### config.mk
export PLATFORM = sky130hd
export DESIGN_NAME = lsu_top
export DESIGN_NICKNAME = d
export VERILOG_FILES = /design/src/rtl/isa_pkg.sv /design/src/rtl/lsu_pkg.sv /design/src/rtl/lsu_id.sv /design/src/rtl/lsu_mem_stage.sv /design/src/rtl/lsu_store_queue.sv /design/src/rtl/lsu_top.sv
export VERILOG_INCLUDE_DIRS = /design/src /design/src/rtl
export SDC_FILE = /design/constraint.sdc
export NUM_CORES = 2
export LEC_CHECK = 0
export BUFFER_PORTS_ARGS = -buffer_cell sky130_fd_sc_hd__buf_2
export CAP_MARGIN = 20
export CORE_ASPECT_RATIO = 0.9
export CORE_UTILIZATION = 45
export DETAILED_ROUTE_END_ITERATION = 10
export SETUP_SLACK_MARGIN = 0.02
export SYNTH_ARGS = -nofsm -noshare
export SYNTH_HDL_FRONTEND = slang
export SYNTH_SLANG_ARGS = --single-unit
### constraint.sdc
create_clock -name clk -period 9.5 [get_ports clk]
set_input_delay 0.475 -clock clk [delete_from_list [all_inputs] [get_ports clk]]
set_output_delay 0.475 -clock clk [all_outputs]
set_load 0.005 [all_outputs]
### src/rtl/lsu_common.svh
// Default store queue depth and data memory size
`ifndef LSU_COMMON_SVH
`define LSU_COMMON_SVH
`define LSU_SQ_DEPTH  4
`define LSU_MEM_WORDS 64
`endif

### src/rtl/isa_pkg.sv
// RV32 major opcodes, I-type and S-type instruction formats
// and the instruction word union that views one word both ways
package isa_pkg;

    localparam int XLEN = 32;

    typedef enum logic [6:0] {
        OPCODE_LOAD   = 7'b0000011,
        OPCODE_OP_IMM = 7'b0010011,
        OPCODE_STORE  = 7'b0100011,
        OPCODE_OP     = 7'b0110011,
        OPCODE_LUI    = 7'b0110111,
        OPCODE_BRANCH = 7'b1100011
    } opcode_t;

    typedef struct packed {
        logic [11:0] imm;
        logic [4:0]  rs1;
        logic [2:0]  funct3;
        logic [4:0]  rd;
        opcode_t     opcode;
    } insn_i_t;

    typedef struct packed {
        logic [6:0]  imm_hi;
        logic [4:0]  rs2;
        logic [4:0]  rs1;
        logic [2:0]  funct3;
        logic [4:0]  imm_lo;
        opcode_t     opcode;
    } insn_s_t;

    // Loads read the word as I-type, stores as S-type
    typedef union packed {
        insn_i_t i;
        insn_s_t s;
    } insn_u;

endpackage

### src/rtl/lsu_pkg.sv
// Memory function codes, reorder tag width and the structs
// carried between the load/store unit blocks
package lsu_pkg;

    import isa_pkg::*;

    localparam int TAG_WIDTH = 6;

    typedef enum logic [2:0] {
        LSU_FUNC_LB  = 3'd0,
        LSU_FUNC_LH  = 3'd1,
        LSU_FUNC_LW  = 3'd2,
        LSU_FUNC_LBU = 3'd3,
        LSU_FUNC_LHU = 3'd4,
        LSU_FUNC_SB  = 3'd5,
        LSU_FUNC_SH  = 3'd6,
        LSU_FUNC_SW  = 3'd7
    } lsu_func_t;

    // Op as it leaves the reservation station
    typedef struct packed {
        logic                 valid;
        opcode_t              opcode;
        insn_u                insn;
        logic [XLEN-1:0]      src_a;
        logic [XLEN-1:0]      src_b;
        logic [TAG_WIDTH-1:0] tag;
    } issue_t;

    typedef struct packed {
        logic                 valid;
        lsu_func_t            func;
        logic [XLEN-1:0]      addr;
        logic [TAG_WIDTH-1:0] tag;
    } mem_req_t;

    typedef struct packed {
        lsu_func_t            func;
        logic [XLEN-1:0]      addr;
        logic [XLEN-1:0]      data;
    } sq_entry_t;

    typedef struct packed {
        logic                 valid;
        logic [TAG_WIDTH-1:0] tag;
        logic [XLEN-1:0]      data;
    } load_resp_t;

endpackage

### src/rtl/lsu_id.sv
// Load/store decode, immediate selection and address generation
`timescale 1ns/10ps

module lsu_id
    import isa_pkg::*, lsu_pkg::*;
(
    // Op from the reservation station
    input  issue_t    i_issue,

    // Request to the memory stage
    output mem_req_t  o_req,

    // Store queue allocation
    output logic      o_sq_alloc_en,
    output sq_entry_t o_sq_alloc
);

    insn_u           insn;
    logic            is_load;
    logic            is_store;
    logic [XLEN-1:0] imm_i;
    logic [XLEN-1:0] imm_s;
    logic [XLEN-1:0] addr;
    lsu_func_t       func;

    assign insn     = i_issue.insn;
    assign is_load  = i_issue.opcode == OPCODE_LOAD;
    assign is_store = i_issue.opcode == OPCODE_STORE;

    // Sign-extended immediates from both views of the word
    assign imm_i = {{(XLEN-12){insn.i.imm[11]}}, insn.i.imm};
    assign imm_s = {{(XLEN-12){insn.s.imm_hi[6]}}, insn.s.imm_hi, insn.s.imm_lo};

    assign addr = i_issue.src_a + (is_store ? imm_s : imm_i);

    // funct3 sits in the same bits in both formats
    always_comb begin
        func = LSU_FUNC_LW;
        if (is_store) begin
            case (insn.s.funct3)
                3'b000:  func = LSU_FUNC_SB;
                3'b001:  func = LSU_FUNC_SH;
                default: func = LSU_FUNC_SW;
            endcase
        end else if (is_load) begin
            case (insn.i.funct3)
                3'b000:  func = LSU_FUNC_LB;
                3'b001:  func = LSU_FUNC_LH;
                3'b100:  func = LSU_FUNC_LBU;
                3'b101:  func = LSU_FUNC_LHU;
                default: func = LSU_FUNC_LW;
            endcase
        end
    end

    // Other opcodes never reach the memory stage
    assign o_req.valid = i_issue.valid & (is_load | is_store);
    assign o_req.func  = func;
    assign o_req.addr  = addr;
    assign o_req.tag   = i_issue.tag;

    assign o_sq_alloc_en   = i_issue.valid & is_store;
    assign o_sq_alloc.func = func;
    assign o_sq_alloc.addr = addr;
    assign o_sq_alloc.data = i_issue.src_b;

endmodule

### src/rtl/lsu_mem_stage.sv
// Word-addressed data memory with byte-enable store writes and a
// registered load read followed by lane select and extension
`timescale 1ns/10ps

module lsu_mem_stage
    import isa_pkg::*, lsu_pkg::*;
#(
    parameter int MEM_WORDS = 64
) (
    input  logic       clk,
    input  logic       i_rst,

    input  mem_req_t   i_req,
    input  logic       i_wr_en,
    input  sq_entry_t  i_wr,

    output load_resp_t o_load
);

    localparam int IDX_W = (MEM_WORDS > 1) ? $clog2(MEM_WORDS) : 1;

    logic [XLEN-1:0]      mem [MEM_WORDS];
    logic [3:0]           be;
    logic [XLEN-1:0]      wdata;
    logic [IDX_W-1:0]     wr_idx;
    logic [IDX_W-1:0]     rd_idx;
    logic                 is_load_req;

    logic                 load_valid;
    logic [XLEN-1:0]      rd_word;
    logic [1:0]           rd_off;
    lsu_func_t            rd_func;
    logic [TAG_WIDTH-1:0] rd_tag;
    logic [7:0]           lane8;
    logic [15:0]          lane16;

    assign wr_idx = i_wr.addr[IDX_W+1:2];
    assign rd_idx = i_req.addr[IDX_W+1:2];
    assign is_load_req = i_req.valid & (i_req.func inside
        {LSU_FUNC_LB, LSU_FUNC_LH, LSU_FUNC_LW, LSU_FUNC_LBU, LSU_FUNC_LHU});

    // Replicate the store data into every lane it may land in
    always_comb begin
        case (i_wr.func)
            LSU_FUNC_SB: begin
                be    = 4'b0001 << i_wr.addr[1:0];
                wdata = {4{i_wr.data[7:0]}};
            end
            LSU_FUNC_SH: begin
                be    = i_wr.addr[1] ? 4'b1100 : 4'b0011;
                wdata = {2{i_wr.data[15:0]}};
            end
            default: begin
                be    = 4'b1111;
                wdata = i_wr.data;
            end
        endcase
    end

    // Read sees the old word when a commit lands on the same edge
    always_ff @(posedge clk) begin
        if (i_wr_en) begin
            for (int b = 0; b < 4; b++) begin
                if (be[b]) begin
                    mem[wr_idx][8*b +: 8] <= wdata[8*b +: 8];
                end
            end
        end
        if (is_load_req) begin
            rd_word <= mem[rd_idx];
            rd_off  <= i_req.addr[1:0];
            rd_func <= i_req.func;
            rd_tag  <= i_req.tag;
        end
    end

    always_ff @(posedge clk) begin
        if (i_rst) begin
            load_valid <= 1'b0;
        end else begin
            load_valid <= is_load_req;
        end
    end

    assign lane8  = rd_word[{rd_off, 3'b000} +: 8];
    assign lane16 = rd_off[1] ? rd_word[31:16] : rd_word[15:0];

    always_comb begin
        o_load.valid = load_valid;
        o_load.tag   = rd_tag;
        case (rd_func)
            LSU_FUNC_LB:  o_load.data = {{(XLEN-8){lane8[7]}}, lane8};
            LSU_FUNC_LBU: o_load.data = {{(XLEN-8){1'b0}}, lane8};
            LSU_FUNC_LH:  o_load.data = {{(XLEN-16){lane16[15]}}, lane16};
            LSU_FUNC_LHU: o_load.data = {{(XLEN-16){1'b0}}, lane16};
            default:      o_load.data = rd_word;
        endcase
    end

endmodule

### src/rtl/lsu_store_queue.sv
// In-order store queue, filled at issue and drained one entry per commit
`timescale 1ns/10ps

module lsu_store_queue
    import lsu_pkg::*;
#(
    parameter int SQ_DEPTH = 4
) (
    input  logic      clk,
    input  logic      i_rst,

    input  logic      i_alloc_en,
    input  sq_entry_t i_alloc,
    input  logic      i_commit,

    // Oldest entry, written to memory at the commit edge
    output logic      o_wr_en,
    output sq_entry_t o_wr,

    output logic      o_full,
    output logic      o_empty
);

    localparam int PTR_W = (SQ_DEPTH > 1) ? $clog2(SQ_DEPTH) : 1;
    localparam int CNT_W = $clog2(SQ_DEPTH + 1);

    sq_entry_t        entries [SQ_DEPTH];
    logic [PTR_W-1:0] head;
    logic [PTR_W-1:0] tail;
    logic [CNT_W-1:0] count;
    logic             push;
    logic             pop;

    assign o_full  = count == CNT_W'(SQ_DEPTH);
    assign o_empty = count == '0;

    // Stores issued while full are lost
    assign push = i_alloc_en & ~o_full;
    assign pop  = i_commit & ~o_empty;

    assign o_wr_en = pop;
    assign o_wr    = entries[head];

    always_ff @(posedge clk) begin
        if (push) begin
            entries[tail] <= i_alloc;
        end
    end

    always_ff @(posedge clk) begin
        if (i_rst) begin
            head  <= '0;
            tail  <= '0;
            count <= '0;
        end else begin
            if (push) begin
                tail <= (tail == PTR_W'(SQ_DEPTH - 1)) ? '0 : tail + 1'b1;
            end
            if (pop) begin
                head <= (head == PTR_W'(SQ_DEPTH - 1)) ? '0 : head + 1'b1;
            end
            case ({push, pop})
                2'b10:   count <= count + 1'b1;
                2'b01:   count <= count - 1'b1;
                default: count <= count;
            endcase
        end
    end

endmodule

### src/rtl/lsu_top.sv
// Load/store unit top level with decode, store queue and memory stage
`timescale 1ns/10ps
`include "lsu_common.svh"

module lsu_top
    import lsu_pkg::*;
#(
    parameter int SQ_DEPTH  = `LSU_SQ_DEPTH,
    parameter int MEM_WORDS = `LSU_MEM_WORDS
) (
    input  logic       clk,
    input  logic       i_rst,

    input  issue_t     i_issue,
    input  logic       i_commit,

    output load_resp_t o_load,
    output logic       o_sq_full,
    output logic       o_sq_empty
);

    mem_req_t  req;
    logic      sq_alloc_en;
    sq_entry_t sq_alloc;
    logic      sq_wr_en;
    sq_entry_t sq_wr;

    lsu_id lsu_id_inst (
        .i_issue       (i_issue),
        .o_req         (req),
        .o_sq_alloc_en (sq_alloc_en),
        .o_sq_alloc    (sq_alloc)
    );

    lsu_store_queue #(
        .SQ_DEPTH (SQ_DEPTH)
    ) lsu_store_queue_inst (
        .clk        (clk),
        .i_rst      (i_rst),
        .i_alloc_en (sq_alloc_en),
        .i_alloc    (sq_alloc),
        .i_commit   (i_commit),
        .o_wr_en    (sq_wr_en),
        .o_wr       (sq_wr),
        .o_full     (o_sq_full),
        .o_empty    (o_sq_empty)
    );

    lsu_mem_stage #(
        .MEM_WORDS (MEM_WORDS)
    ) lsu_mem_stage_inst (
        .clk     (clk),
        .i_rst   (i_rst),
        .i_req   (req),
        .i_wr_en (sq_wr_en),
        .i_wr    (sq_wr),
        .o_load  (o_load)
    );

endmodule

==> flow_metrics.py <==
metrics = {
    "status": {
        "outcome": "completed",
    },
    "place": {
        "pre_cts_ws_ns": 2.39,
        "dpl.hpwl_microns": 173000,
        "portBuffers": 113,
        "gp_congestion": 0.998,
    },
    "worst_setup_path": {
        "worst_path_max_delay_cell": "o311ai_0",
        "path_cells": "buf_2 > nor4_1 > and3_1 > nand2_1 > mux2_2 > ha_1 > and3_2 > or3_4 > nand2_8 > inv_8 > buf_12 > mux2i_1 > a32o_1 > o311ai_0 > o2111a_1",
        "cp_data_required_time_ns": 10.22,
        "critPathKind": "in -> reg",
        "end_kind": "register",
        "start_kind": "input pin",
        "arrival_ns": 7.11,
        "cp_slowest_stage_delay_ns": 0.90,
        "rrSetupSlack_ns": 4.80,
        "r2r-end": "lsu_mem_stage_inst.mem[31][17]$_DFFE_PP_",
        "path_max_fanout": 92,
        "rr_worst_depth": 10,
    },
    "hold_path": {
        "holdPathStages": 4,
        "whs_endpoint": "lsu_store_queue_inst.tail[1]$_SDFFE_PP0P_",
        "hold_class": "in -> reg",
        "holdCritStartpoint": "i_issue[109]",
    },
    "synth": {
        "synth-async-reset-ratio_pct": 0,
        "synthSimpleGateAreaFrac_pct": 10.9,
        "yosysSeqAreaShare_pct": 72.7,
        "synth_compound_area_share_pct": 8.89,
        "muxShareOfSynthArea_pct": 4.84,
        "netlist.area_leader.share_pct": 72.5,
        "ys.flop_type": "edfxtp_1",
        "synth_cell_types": 74,
        "syn-cell-area_sq_mm": 0.0937,
        "syn_area_per_cell_sq_um": 14.8,
        "ys_warn_count": 0,
        "synthTopCellsByArea": "edfxtp_1 72%, mux4_2 3.7%, nand2_1 3.4%",
        "synth-seq-cells": 2273,
        "synth-xor-area-share_pct": 0.0654,
        "syn_nets": 6465,
        "synth_edf_count": 2263,
        "synth_top_family_by_area": "simple AND/OR/NAND/NOR gates",
        "synth_fa_ha_area_share_pct": 0.243,
        "synth_area_leader_cell": "edfxtp_1",
        "netlist_instances": 6335,
    },
    "routing": {
        "viasPerCell": 6.26,
        "drt-total-wl_microns": 279000,
        "drc": 0,
        "drtIter0Drc": 7114,
        "num_vias": 58079,
        "antenna_left": 0,
        "drt-pass1-iter-count": 6,
        "post_drt_wl_per_cell_microns": 30.1,
    },
    "sta": {
        "fin_skew_ns": 0.0351,
        "rsz0062_at_grt": "false",
        "maxSlewHeadroom_pct": 16.0,
        "setup-tns-final_ns": 0,
        "setup_slack_ns": 3.11,
        "finalSetupViolations": 0,
        "max_freq_ghz": 0.156,
        "worstMarginPinSlew_ns": 1.26,
        "hold_viol_final": 0,
        "final_max_slew_viol_count": 0,
        "timing.final.crit_period_ns": 6.39,
        "period_share_pct": 67.3,
    },
    "layout": {
        "fillers": 16978,
        "multi_input_area_sq_mm": 0.0238,
        "regArea_sq_mm": 0.0682,
        "finish.utilization_pct": 50.7,
        "final_cell_mix": "2263 x edfxtp_1, 841 x nand2_1, 342 x nor2_1",
        "drive_above_1_share_pct": 12.5,
        "layout_commonest_cell": "edfxtp_1",
        "num-nets-final": 6502,
        "area_delta_synth_final_pct": 11.6,
    },
    "grt": {
        "grt_use_met1_pct": 35.8,
        "antenna_found_initial": 16,
        "overflow": 0,
        "grt_util_met3_pct": 5.65,
        "grt.busiest_layer": "met2",
        "track_usage_pct": 26.1,
        "grt_pass1_vias": 55419,
        "grt_first_pass_wirelength_microns": 397000,
        "grt_max_degree": 181,
        "met2_usage_pct": 39.8,
    },
    "run": {
        "maxCapViolations": 0,
    },
    "floorplanning": {
        "die-area_sq_mm": 0.210,
        "io_pins": 154,
        "die_w_microns": 483,
        "rows": 158,
        "coreArea_sq_mm": 0.207,
        "start_util_pct": 45.4,
        "die_y_microns": 435,
    },
    "power_and_ir_drop": {
        "max-vdd-ir-drop_mv": 0.178,
        "p_leak_nw": 33.4,
        "power_density_mw_per_mm2": 214,
    },
    "cts": {
        "post-cts-setup-buffer-count": 0,
        "cts-root-buf": "clkbuf_16",
        "numCtsBuffers": 219,
        "clkSinkCount": 2273,
        "path_clk_slew_ns": 0.06,
        "cts_buffer_depth": 3,
        "post_cts_resize_count": 0,
        "cts_tree": "yes",
        "clkLatencyLatePin_ns": 0.86,
        "htreeDepth": 4,
    },
}
state kept, by name, indices dropped and copies added, names as in the netlist, named ones only:
signal                         count
lsu_mem_stage_inst.rd_tag          6
lsu_mem_stage_inst.mem          2048
lsu_mem_stage_inst.load_valid      1
lsu_mem_stage_inst.rd_off          2
lsu_mem_stage_inst.rd_func         3
lsu_store_queue_inst.count         3
lsu_mem_stage_inst.rd_word        32
lsu_store_queue_inst.tail          2
lsu_store_queue_inst.head          2
lsu_store_queue_inst.entries     172
final cells by class:
| class | instances | share of cell area, % |
|---|---|---|
| antenna | 8 | 0.0191 |
| clock buffer | 275 | 5.54 |
| clock inverter | 124 | 1.04 |
| inverter | 26 | 0.108 |
| multi-input combinational | 3550 | 22.7 |
| sequential | 2273 | 65.1 |
| tap | 2720 | 3.25 |
| timing repair buffer | 302 | 2.20 |
stage by stage:
stage	hold slack, ns	instances	cell area [sq um]	power, mW
after detailed placement	0.469	8822	97200	14.0
after global placement	0.464	8819	97100	13.9
final	0.163	9278	105000	22.4
after floorplan	0.454	6335	93700	12.9
after global routing	0.157	9277	105000	23.0
after CTS	0.124	9261	104000	22.4
power by group:
group | leakage, nW | switching [mW] | internal (mW)
Clock | 3.36 | 3.75 | 4.76
Sequential | 20.4 | 0.00176 | 10.9
Combinational | 9.60 | 2.02 | 0.894
Yosys cell counts (26+ instances only):
master,instances
nor4_1,75
a22oi_1,155
mux2i_1,89
mux4_2,153
a311oi_1,44
a21oi_1,81
a41o_1,48
nor2_1,346
edfxtp_1,2263
o21ai_0,143
a31oi_1,57
a32o_1,58
clkbuf_1,303
buf_1,33
nand2_1,850
nand3_1,353
o2111a_1,26
a211oi_1,264
a211o_1,79
nand2b_1,176
buf_2,122
o311ai_0,26
and3_1,257
nand4_1,26
a32oi_1,47
cell families (layout without fill, tap and decap cells):
| logic type | Yosys count | in the layout |
|---|---|---|
| multiplexers | 260 | 260 |
| XOR/XNOR | 7 | 7 |
| AND/OR/NAND/NOR | 2159 | 2159 |
| buffers and inverters | 512 | 727 |
| AO/OA/AOI/OAI | 1107 | 1107 |
| adder cells (fa/ha/maj) | 17 | 17 |
| flip-flops | 2273 | 2273 |
| other | 0 | 8 |
metal layers:
metal | vias up | wire [microns]
met3 | 543 | 26200
li1 | 24927 | -
met1 | 29770 | 112000
met2 | 2833 | 127000
met5 | - | 35
met4 | 6 | 14500
worst max-delay path by stage:
stage | from | to | slack [ns] | depth (start not counted)
after global placement | i_issue[105] | lsu_mem_stage_inst.rd_word[27]$_DFFE_PP_ | 2.38 | 15
after detailed placement | i_issue[105] | lsu_mem_stage_inst.rd_word[9]$_DFFE_PP_ | 2.39 | 15
after CTS | i_issue[105] | lsu_mem_stage_inst.rd_word[28]$_DFFE_PP_ | 3.25 | 15
after global routing | i_issue[105] | lsu_mem_stage_inst.rd_word[13]$_DFFE_PP_ | 2.97 | 15
final | i_issue[105] | lsu_mem_stage_inst.rd_word[13]$_DFFE_PP_ | 3.11 | 15
after floorplan | i_issue[105] | lsu_mem_stage_inst.rd_func[0]$_DFFE_PP_ | 4.85 | 3
repair_timing:
item,4_1_cts,5_1_grt
endpoints found under the setup margin,0,0
hold buffers,40,0
endpoints found under the hold margin,144,0
critical path: cells and delay by family:
family | cells | cell delay (ns)
buf+inv | 3 | 1.31
compound gates | 3 | 1.40
fa+ha+maj | 1 | 0.38
simple gates | 6 | 2.57
mux | 2 | 0.65
(Power assumes the default switching activity.)
